[config.mk]
export PLATFORM = sky130hd
export DESIGN_NAME = ff_byte_stuffer
export DESIGN_NICKNAME = d
export VERILOG_FILES = /design/src/hdl/jpeg_stuff_pkg.sv /design/src/hdl/ff_byte_stuffer.sv /design/src/hdl/ff_stuff_pipeline.sv /design/src/hdl/stuff_fifo.sv /design/src/hdl/word_repacker.sv
export VERILOG_INCLUDE_DIRS = /design/src /design/src/hdl
export SDC_FILE = /design/constraint.sdc
export NUM_CORES = 2
export LEC_CHECK = 0
export BUFFER_PORTS_ARGS = -buffer_cell sky130_fd_sc_hd__buf_2
export CAP_MARGIN = 20
export CORE_MARGIN = 2
export CORE_UTILIZATION = 40
export DETAILED_ROUTE_END_ITERATION = 7
export GPL_TIMING_DRIVEN = 0
export PLACE_DENSITY_LB_ADDON = 0.2
export SYNTH_ARGS = -nofsm -noshare
export SYNTH_HDL_FRONTEND = slang
export SYNTH_SLANG_ARGS = --single-unit
[constraint.sdc]
create_clock -name clk -period 18.9 [get_ports clk]
set_input_delay 0.945 -clock clk [delete_from_list [all_inputs] [get_ports clk]]
set_output_delay 0.945 -clock clk [all_outputs]
set_load 0.02 [all_outputs]
[src/hdl/jpeg_stuff_consts.svh]
`ifndef JPEG_STUFF_CONSTS_SVH
`define JPEG_STUFF_CONSTS_SVH

// bytes in one entropy-coded input word and in one packed output word
`define JPEG_WORD_BYTES 4

// a marker byte in the coded data must be followed by a stuffed zero byte
`define JPEG_MARKER_BYTE 8'hFF
`define JPEG_STUFF_BYTE 8'h00

// default number of stuffed chunks the FIFO can hold
`define STUFF_FIFO_DEPTH 16

// an input word of four marker bytes grows to eight bytes
`define STUFF_MAX_BYTES 8

// three bytes still held plus one full chunk of eight
`define REPACK_MAX_BYTES 11

`endif

[src/hdl/jpeg_stuff_pkg.sv]
`include "jpeg_stuff_consts.svh"

package jpeg_stuff_pkg;

	// one byte of the coded stream
	typedef logic [7:0] jpeg_byte_t;

	// one input or output word, first byte in the top bits
	typedef logic [`JPEG_WORD_BYTES*8-1:0] jpeg_word_t;

	// bytes of one word after stuffing, left-aligned with zeros behind the last valid byte
	typedef logic [`STUFF_MAX_BYTES*8-1:0] stuffed_bytes_t;

	// byte count wide enough for the repacker accumulator
	typedef logic [3:0] byte_count_t;

	// one FIFO entry
	// count is the number of valid bytes at the left of bytes, from four to eight
	typedef struct packed {
		stuffed_bytes_t bytes;
		byte_count_t count;
	} stuffed_chunk_t;

endpackage

[src/hdl/ff_byte_stuffer.sv]
`timescale 1ns/1ps

module ff_byte_stuffer (
	input logic clk,
	input logic rst,
	input jpeg_stuff_pkg::jpeg_word_t data_in,
	input logic data_ready_in,
	output jpeg_stuff_pkg::jpeg_word_t jpeg_out,
	output logic data_ready
);

	jpeg_stuff_pkg::stuffed_chunk_t chunk;
	jpeg_stuff_pkg::stuffed_chunk_t rd_chunk;
	logic chunk_valid;
	logic pop;
	logic rd_valid;
	logic empty;

	ff_stuff_pipeline ff_stuff_pipeline_inst (
		.clk(clk),
		.rst(rst),
		.data_in(data_in),
		.data_ready_in(data_ready_in),
		.chunk(chunk),
		.chunk_valid(chunk_valid)
	);

	// absorbs the extra bytes while the repacker drains one word per cycle
	stuff_fifo stuff_fifo_inst (
		.clk(clk),
		.rst(rst),
		.wr_chunk(chunk),
		.wr_en(chunk_valid),
		.pop(pop),
		.rd_chunk(rd_chunk),
		.rd_valid(rd_valid),
		.empty(empty)
	);

	word_repacker word_repacker_inst (
		.clk(clk),
		.rst(rst),
		.rd_chunk(rd_chunk),
		.rd_valid(rd_valid),
		.empty(empty),
		.pop(pop),
		.jpeg_out(jpeg_out),
		.data_ready(data_ready)
	);

endmodule

[src/hdl/ff_stuff_pipeline.sv]
`timescale 1ns/1ps
`include "jpeg_stuff_consts.svh"

module ff_stuff_pipeline (
	input logic clk,
	input logic rst,
	input jpeg_stuff_pkg::jpeg_word_t data_in,
	input logic data_ready_in,
	output jpeg_stuff_pkg::stuffed_chunk_t chunk,
	output logic chunk_valid
);

	localparam int word_bytes = `JPEG_WORD_BYTES;
	localparam int max_bytes = `STUFF_MAX_BYTES;
	localparam jpeg_stuff_pkg::byte_count_t word_count = jpeg_stuff_pkg::byte_count_t'(word_bytes);

	// stage 0 holds the registered word and stages 1 to 4 each resolve one byte position
	jpeg_stuff_pkg::stuffed_chunk_t stage_chunk [0:word_bytes];
	logic [word_bytes:0] stage_valid;

	// one marker flag per input byte where bit word_bytes-1 belongs to the first byte
	logic [word_bytes-1:0] stage_flags [0:word_bytes-1];

	function automatic logic is_marker(input jpeg_stuff_pkg::jpeg_byte_t b);
		return b == `JPEG_MARKER_BYTE;
	endfunction

	// inserts a stuff byte right after byte pos, counted from the left,
	// and moves every later byte one place to the right
	function automatic jpeg_stuff_pkg::stuffed_bytes_t insert_stuff(
		input jpeg_stuff_pkg::stuffed_bytes_t bytes_in,
		input jpeg_stuff_pkg::byte_count_t pos
	);
		jpeg_stuff_pkg::stuffed_bytes_t bytes_out;
		bytes_out = bytes_in;
		for (int i = 1; i < max_bytes; i++) begin
			if (i == pos + 1)
				bytes_out[(max_bytes - i) * 8 - 1 -: 8] = `JPEG_STUFF_BYTE;
			else if (i > pos + 1)
				bytes_out[(max_bytes - i) * 8 - 1 -: 8] = bytes_in[(max_bytes - i + 1) * 8 - 1 -: 8];
		end
		return bytes_out;
	endfunction

	// the strobe walks beside the data so that several words can be in flight
	always_ff @(posedge clk) begin
		if (rst)
			stage_valid <= '0;
		else
			stage_valid <= {stage_valid[word_bytes-1:0], data_ready_in};
	end

	// stage 0 places the word at the left of the chunk and flags the marker bytes
	always_ff @(posedge clk) begin
		if (data_ready_in) begin
			stage_chunk[0].bytes <= {data_in, {(max_bytes - word_bytes) * 8{1'b0}}};
			stage_chunk[0].count <= word_count;
			for (int i = 0; i < word_bytes; i++) begin
				stage_flags[0][i] <= is_marker(data_in[i*8 +: 8]);
			end
		end
	end

	for (genvar s = 1; s <= word_bytes; s++) begin : g_stage
		// original byte s-1 has moved right by one place for every stuff byte before it
		jpeg_stuff_pkg::byte_count_t pos;

		assign pos = jpeg_stuff_pkg::byte_count_t'(s - 1) + stage_chunk[s-1].count - word_count;

		always_ff @(posedge clk) begin
			if (stage_valid[s-1]) begin
				if (stage_flags[s-1][word_bytes-s]) begin
					stage_chunk[s].bytes <= insert_stuff(stage_chunk[s-1].bytes, pos);
					stage_chunk[s].count <= stage_chunk[s-1].count + 1'b1;
				end else begin
					stage_chunk[s] <= stage_chunk[s-1];
				end
			end
		end

		// the last stage has no later positions left to flag
		if (s < word_bytes) begin : g_flags
			always_ff @(posedge clk) begin
				if (stage_valid[s-1])
					stage_flags[s] <= stage_flags[s-1];
			end
		end
	end

	assign chunk = stage_chunk[word_bytes];
	assign chunk_valid = stage_valid[word_bytes];

	// every chunk that leaves the pipeline holds four to eight bytes
	a_chunk_count: assert property (
		@(posedge clk) disable iff (rst)
		chunk_valid |-> (chunk.count >= word_count &&
			chunk.count <= jpeg_stuff_pkg::byte_count_t'(max_bytes))
	) else $error("stuffed chunk byte count out of range");

	// stuffing can double the data, so input strobes may not come back to back
	a_strobe_spacing: assert property (
		@(posedge clk) disable iff (rst)
		data_ready_in |=> !data_ready_in
	) else $error("data_ready_in high on two adjacent cycles");

endmodule

[src/hdl/stuff_fifo.sv]
`timescale 1ns/1ps
`include "jpeg_stuff_consts.svh"

module stuff_fifo #(
	parameter int depth = `STUFF_FIFO_DEPTH
) (
	input logic clk,
	input logic rst,
	input jpeg_stuff_pkg::stuffed_chunk_t wr_chunk,
	input logic wr_en,
	input logic pop,
	output jpeg_stuff_pkg::stuffed_chunk_t rd_chunk,
	output logic rd_valid,
	output logic empty
);

	localparam int ptr_width = $clog2(depth);

	jpeg_stuff_pkg::stuffed_chunk_t mem [0:depth-1];
	logic [ptr_width-1:0] wr_ptr;
	logic [ptr_width-1:0] rd_ptr;
	logic [ptr_width:0] fill;
	logic full;
	logic do_write;
	logic do_read;

	assign empty = (fill == '0);
	assign full = (fill == (ptr_width + 1)'(depth));
	assign do_write = wr_en && !full;
	assign do_read = pop && !empty;

	always_ff @(posedge clk) begin
		if (do_write)
			mem[wr_ptr] <= wr_chunk;
		if (do_read)
			rd_chunk <= mem[rd_ptr];
	end

	always_ff @(posedge clk) begin
		if (rst) begin
			wr_ptr <= '0;
			rd_ptr <= '0;
			fill <= '0;
			rd_valid <= 1'b0;
		end else begin
			if (do_write)
				wr_ptr <= (wr_ptr == ptr_width'(depth - 1)) ? '0 : wr_ptr + 1'b1;
			if (do_read)
				rd_ptr <= (rd_ptr == ptr_width'(depth - 1)) ? '0 : rd_ptr + 1'b1;
			// a simultaneous write and read leave the fill level unchanged
			case ({do_write, do_read})
				2'b10: fill <= fill + 1'b1;
				2'b01: fill <= fill - 1'b1;
				default: fill <= fill;
			endcase
			rd_valid <= do_read;
		end
	end

	a_no_overflow: assert property (@(posedge clk) disable iff (rst) wr_en |-> !full)
		else $error("write to a full stuffing FIFO");

	a_no_underflow: assert property (@(posedge clk) disable iff (rst) pop |-> !empty)
		else $error("pop from an empty stuffing FIFO");

endmodule

[src/hdl/word_repacker.sv]
`timescale 1ns/1ps
`include "jpeg_stuff_consts.svh"

module word_repacker (
	input logic clk,
	input logic rst,
	input jpeg_stuff_pkg::stuffed_chunk_t rd_chunk,
	input logic rd_valid,
	input logic empty,
	output logic pop,
	output jpeg_stuff_pkg::jpeg_word_t jpeg_out,
	output logic data_ready
);

	localparam int acc_bits = `REPACK_MAX_BYTES * 8;
	localparam int pad_bits = (`REPACK_MAX_BYTES - `STUFF_MAX_BYTES) * 8;
	localparam int word_bits = `JPEG_WORD_BYTES * 8;
	localparam jpeg_stuff_pkg::byte_count_t word_count =
		jpeg_stuff_pkg::byte_count_t'(`JPEG_WORD_BYTES);

	// held bytes sit at the left of the accumulator, oldest byte first
	logic [acc_bits-1:0] acc;
	logic [acc_bits-1:0] acc_kept;
	logic [acc_bits-1:0] acc_next;
	logic [acc_bits-1:0] chunk_aligned;
	logic [acc_bits-1:0] keep_mask;
	jpeg_stuff_pkg::byte_count_t held;
	jpeg_stuff_pkg::byte_count_t held_kept;
	jpeg_stuff_pkg::byte_count_t held_next;
	logic emit;

	// four or more held bytes always leave as one word this cycle
	assign emit = (held >= word_count);
	assign acc_kept = emit ? acc << word_bits : acc;
	assign held_kept = emit ? held - word_count : held;

	// the pop decision looks at what is left after this cycle's word,
	// so a new chunk can be fetched while the last full word goes out.
	// While rd_valid is high the returning chunk is not counted yet
	assign pop = !empty && !rd_valid && (held_kept < word_count);

	// new bytes go right behind the kept ones
	assign chunk_aligned = {rd_chunk.bytes, {pad_bits{1'b0}}} >> {held_kept, 3'b000};
	assign keep_mask = ~({acc_bits{1'b1}} >> {held_kept, 3'b000});

	always_comb begin
		acc_next = acc_kept;
		held_next = held_kept;
		if (rd_valid) begin
			acc_next = (acc_kept & keep_mask) | chunk_aligned;
			held_next = held_kept + rd_chunk.count;
		end
	end

	always_ff @(posedge clk) begin
		if (rst) begin
			held <= '0;
			data_ready <= 1'b0;
		end else begin
			held <= held_next;
			data_ready <= emit;
		end
	end

	always_ff @(posedge clk) begin
		acc <= acc_next;
		if (emit)
			jpeg_out <= acc[acc_bits-1 -: word_bits];
	end

	a_held_limit: assert property (
		@(posedge clk) disable iff (rst)
		held <= jpeg_stuff_pkg::byte_count_t'(`REPACK_MAX_BYTES)
	) else $error("repacker holds more bytes than the accumulator can take");

	// a chunk may only come back from the FIFO when there is room for a full one
	a_room_on_return: assert property (
		@(posedge clk) disable iff (rst)
		rd_valid |-> held < word_count
	) else $error("chunk returned while a full word is still held");

endmodule

Yosys cells after proc, flatten, opt, wreduce, memory -nomap -nowiden --
Memories as Yosys holds them, arrays and structs flattened. A register that Yosys moved wholly into a read port is not among the register bits. Index checks and enable logic that the tools add are counted.
Cells by class: $add $sub $neg 20, $lt $le $gt $ge 30, equal/unequal tests 37, shift-type cells 2, mux-type cells 157, bitwise gates (word level) 7, reduce and logical (&&, ||, !) cells 9
Operator list (number):
- $mux W8 | 112
- $eq A3 B32 Y1 const A | 16
- $gt A3 B32 Y1 const A | 16
- $mux W68 | 4
- $eq A2 B32 Y1 const A | 8
- $gt A2 B32 Y1 const A | 8
- $mux W88 | 2
- $eq A1 B32 Y1 const A | 4
- $gt A1 B32 Y1 const A | 4
- $and A88 B88 Y88 | 1
- $not A88 Y88 | 1
- $or A88 B88 Y88 | 1
- $shr A88 B7 Y88 | 1
- $shr A88 B7 Y88 const A | 1
- $mux W1 | 34
- $eq A8 B8 Y1 const B | 4
- $add A4 B1 Y4 const B | 5
- $add A4 B1 Y5 const B | 4
- $sub A4 B3 Y4 const B | 5
- $mux W4 | 4
- $pmux W5 S2 | 1
- $add A2 B4 Y4 const A | 2
- $eq A4 B4 Y1 const B | 2
- $add A5 B1 Y5 const B | 1
- 13 further kinds | 21
Storage, ports and cells: flip-flop bits (word level) 144, RAM bits 1444, bits of input ports 35, output and inout port bits 33, word-level logic and storage cells 274, memories 3
Memories:
- stuff_fifo_inst.mem | words 16, bits a word 68, rd ports 1, clocked after Yosys merged registers in 1, write ports 1, line stuff_fifo.sv:19 | jpeg_stuff_pkg::stuffed_chunk_t mem [0:depth-1];
- ff_stuff_pipeline_inst.stage_chunk | words 5, bits a word 68, rd ports 5, clocked after Yosys merged registers in 0, write ports 5, line ff_stuff_pipeline.sv:18 | jpeg_stuff_pkg::stuffed_chunk_t stage_chunk [0:word_bytes];
- ff_stuff_pipeline_inst.stage_flags | words 4, bits a word 4, rd ports 4, clocked after Yosys merged registers in 0, write ports 4, line ff_stuff_pipeline.sv:22 | logic [word_bytes-1:0] stage_flags [0:word_bytes-1];

Depth between registers and ports, before layout --
An unclocked memory read counts as a cell.
word-level depth 10, mapped depth 14, mapped depth without buffers 11

By module --
A second synthesis with hierarchy kept.
Unflattened totals: cells, all modules 3255, area, all modules 61114.9 um2
Modules (own cells, without submodules):
- stuff_fifo | instances 1, cells each 1836, area each 43593.1 um2, sequential area each 34993.6 um2
- ff_stuff_pipeline | instances 1, cells each 759, area each 10782.8 um2, sequential area each 7937.6 um2
- word_repacker | instances 1, cells each 660, area each 6739.0 um2, sequential area each 2822.7 um2

Worst setup path after synthesis --
No wires, ideal clock.
path type reg-to-reg, start register stuff_fifo_inst.fill[1], end memory stuff_fifo_inst.mem[0][0] (netlist name) (enable), library setup time 0.578 ns, arrival time 5.895 ns, required time 18.322 ns, slack 12.427 ns, cell stages (with the launch flop) 7, path buffers 2, clock period less this slack 6.473 ns, cells stage by stage dfxtp_1 > clkbuf_1 > nor4_1 > a21boi_0 > clkbuf_1 > nand2_1 > nor3_1
On the way: cells in the longest elaborated chain, start to end 5
RTL lines:
- from (decl) | line stuff_fifo.sv:22 | logic [ptr_width:0] fill;
- from (signal assigned) | line stuff_fifo.sv:52 | 2'b10: fill <= fill + 1'b1;
- from (signal assigned) | line stuff_fifo.sv:53 | 2'b01: fill <= fill - 1'b1;
- from (signal assigned) | line stuff_fifo.sv:54 | default: fill <= fill;
- $eq A5 B5 Y1 | line stuff_fifo.sv:28 | assign full = (fill == (ptr_width + 1)'(depth));
- $logic_not A1 Y1 | line stuff_fifo.sv:29 | assign do_write = wr_en && !full;
- $logic_and A1 B1 Y1 | line stuff_fifo.sv:29
- $mux W1 | line stuff_fifo.sv:33 | if (do_write)
- $mux W1 (implied by the code) | line stuff_fifo.sv:34 | mem[wr_ptr] <= wr_chunk;
- to (decl) | line stuff_fifo.sv:19
No other way between the ends.

Worst setup path after layout --
start register stuff_fifo_inst.fill[1], end memory stuff_fifo_inst.mem[0][11] (netlist name) (enable)
Same word-level chain as after synthesis.

==> parameters.txt <==
Parameter                              Value

GRT
  Overall global routing resource usage    20.0%
  Via count of the first global-routing pass    31,100
  First-pass GRT wire length    ~230 mm
  Maximum number of pins on one net before global-route repair    42
  Antenna violations before repair    9
  Global route total overflow    0

CTS
  Clock tree from TritonCTS    yes
  Quantity of hold-fixing buffers added after cts    0
  Clock latency of the later-clocked register in the worst-skew pair    800 ps
  Post-CTS clock slew at the launch and capture registers of the worst setup and hold paths    60 ps
  Post-CTS setup buffers    0
  Clock Sinks    1,561
  Maximum buffer depth of the clock tree    3
  Cts bufs inserted    164
  H-Tree Depth    4
  Post-cts sizing count    0
  Buffer type at the clock tree root    clkbuf_16

Run status
  Result of the run    completed

Critical path
  Most Frequent Cell on Critical Path    buf_6
  Crit path capture type    flop
  Crit path max-delay cell type    nor3_2
  Kind of start point of the critical path    flop
  Largest incremental delay on the critical path    roughly 700 ps
  CP arrival    4210 ps
  Worst setup path class    flop to flop
  Maximum fanout along the worst path    10
  Worst path required time    19,380 ps
  Worst-path cell chain    clkbuf_1 > nor4_1 > a21boi_0 > clkbuf_1 > nand2_1 > nor3_2 > buf_8 > buf_6 > buf_6 > buf_6 > buf_6

Layout
  Filler cells    12,800
  Fraction of final layout cells with drive strength greater than 1    23.4%
  Final design instance area without fill    71,000 µm²
  Area growth from synthesis to layout    16.1%
  Number of antenna repair diodes    0
  Net total in the final layout    around 3,600

Logic synthesis
  Netlist area before placement    61,200 µm²
  Gate count of the mapped netlist    3,159
  Area fraction of the dominant cell type after synthesis    about 70%
  Count of flip-flops with a built-in enable after synthesis    1,449
  Leading cell types by total area after synthesis    edfxtp_1, mux4_2, dfxtp_1
  Synthesized area divided by synthesized cell count    a little under 20 µm²
  Area leader, netlist    edfxtp_1
  Share of the yosys chip area belonging to registers    74.8%
  Flop and latch count out of synthesis    1,561
  Most instantiated flip-flop cell in the synthesis netlist    edfxtp_1
  Yosys synthesis warning count    0
  Most numerous cell in the Yosys netlist    edfxtp_1
  Total nets after synthesis    around 3,200
  Fraction of synthesis flops using an asynchronous set or reset pin    0%
  Cell types with the highest counts after synthesis    edfxtp_1, mux4_2, nand2_1
  Cell variety after synth    67

Timing
  Setup tns final    0 ps
  Final Max Slew Viols    0
  Clock skew    around 32 ps
  Final Setup Violations    0
  Measured slew at the worst slew-check pin    1120 ps
  Crit share post-route    19.8%
  Top achievable clock speed    268 MHz
  Setup repair after global routing missed its margin    no
  Final number of hold-violating endpoints    0
  Min Clock Period, post-route    3730 ps
  Max-slew headroom at the worst pin    between 20% and 30%
  Worst slack on hold paths    339 ps

Place
  Number of port buffers    67
  Placed Instance Area    65,700 µm²
  Detail Placement HPWL    107 mm
  Routability congestion estimate from global placement    around 0.95

Worst hold path
  Min-delay worst type    primary input to flop

Die
  IO Pins    68
  FP Rows    143
  Full die area    156,000 µm²
  Total core area    152,000 µm²
  X dimension of the die    395 µm
  Effective utilization at floorplan    40.3%
  Die span in y    395 µm

Drt
  # DRC    0
  Antenna-violating nets left    0
  Routed wire per std cell    roughly 27 µm
  Per-cell via count in the routed design    roughly 5.5
  Detailed Routing Iterations Pass 1    5
  Initial DRC Count    2,970
  Total routed wirelength    155 mm
  Detailed-route via count    about 31,000

Pwr
  Peak VDD IR    0.104 mV
  Power density relative to cell area    133 nW/µm²
  Leakage    22.8 nW

Flow run
  Max Cap Violations    0
-- area by class of cell --
cell class                      count  area [µm²]  area share [%]
Inverter                           34         128           0.180
Tap cell                         2030        2540            3.58
Clock inverter                     85         836            1.18
Multi-Input combinational cell   1375       14400            20.3
Timing Repair Buffer              168        1940            2.73
Sequential cell                  1561       45800            64.4
Buffer                            189         990            1.39
Clock buffer                      214        4400            6.20
-- power breakdown --
group | total, mW | internal [mW] | leakage (nW) | switching, mW
Clock | 3.12 | 1.79 | 2.54 | 1.33
Combinational | 2.12 | 0.888 | 6.10 | 1.23
Sequential | 4.21 | 4.02 | 14.2 | 0.187
-- placed cells by master, fill, tap and decap left out, types with 11 or more instances in the layout --
cell and instances:
clkinv_1 33, nand2_1 207, ha_1 23, mux4_2 322, a22o_1 34, clkinv_2 20
nor2b_1 43, buf_6 63, nand3_1 16, nand2b_1 18, a21oi_1 79, nand3b_1 11
clkbuf_1 153, and3_1 19, mux2_2 46, clkbuf_16 166, buf_2 94, inv_1 33
nor2_4 12, buf_12 39, buf_8 12, mux4_1 19, edfxtp_1 1449, a22oi_1 14
nor2_1 86, a31oi_1 13, and2_1 41, mux2i_1 103, o22ai_1 40, o21ai_0 104
buf_1 17, dfxtp_1 112
-- per-stage QoR --
stage | instances | power (mW) | setup slack, ps | util [%]
after global routing | 5656 | 9.80 | 14960 | 46.8
after detailed placement | 5354 | 6.41 | 15220 | 43.3
final | 5656 | 9.45 | 15170 | 46.8
after CTS | 5653 | 9.53 | 15180 | 46.7
after floorplan | 3159 | 5.58 | 12430 | -
after global placement | 5256 | 6.40 | 4800 | 42.2
-- cells by family (layout without fill, tap and decap cells) --
family,Yosys count,count (layout),share of synthesized area [%]
AOI/OAI and AO/OA,347,347,3.60
xor gates and xnor gates,14,14,0.200
adders and majority gates,24,24,0.503
buffers and inverters,223,690,1.81
DFF,1561,1561,74.8
muxes,490,490,15.2
and+or+nand+nor,500,500,3.88
-- final timing paths --
kind	startpoint	to	slack [ps]	cells past startpoint
max reg2reg	stuff_fifo_inst.fill[1]	stuff_fifo_inst.mem[0][11]	15170	11
max	stuff_fifo_inst.fill[1]	stuff_fifo_inst.mem[0][11]	15170	11
min	data_in[10]	ff_stuff_pipeline_inst.stage_chunk[0][46]	340	1
min reg2reg	ff_stuff_pipeline_inst.stage_flags[0][0]	ff_stuff_pipeline_inst.stage_flags[1][0]	420	0
-- flip-flops by register name, summed over array words and instances, names as in the netlist, 5 cells and up --
name and flops:
stuff_fifo_inst.rd_chunk 68, ff_stuff_pipeline_inst.stage_valid 5, ff_stuff_pipeline_inst.stage_chunk 251, word_repacker_inst.acc 88, ff_stuff_pipeline_inst.stage_flags 10, word_repacker_inst.jpeg_out 32, stuff_fifo_inst.mem 1088, stuff_fifo_inst.fill 5
-- routing by layer --
layer / global-route usage, % / share of wire [%] / vias to the layer above
met1: 28.1 / 44 / 16200
li1: - / - / 13500
met2: 32.3 / 48 / 1002
met3: 3.34 / 5.8 / 226
met5: 0 / 0.0084 / -
met4: 5.94 / 2.5 / 2
-- worst max-delay path: cells and delay by family (launching register included) --
| family | cells | cell delay [ps] |
|---|---|---|
| buffers and inverters | 7 | 1580 |
| AND/OR/NAND/NOR | 3 | 1200 |
| AO/OA/AOI/OAI | 1 | 320 |
| flip-flops | 1 | 310 |
No activity file was read; power rests on OpenSTA's default activity.
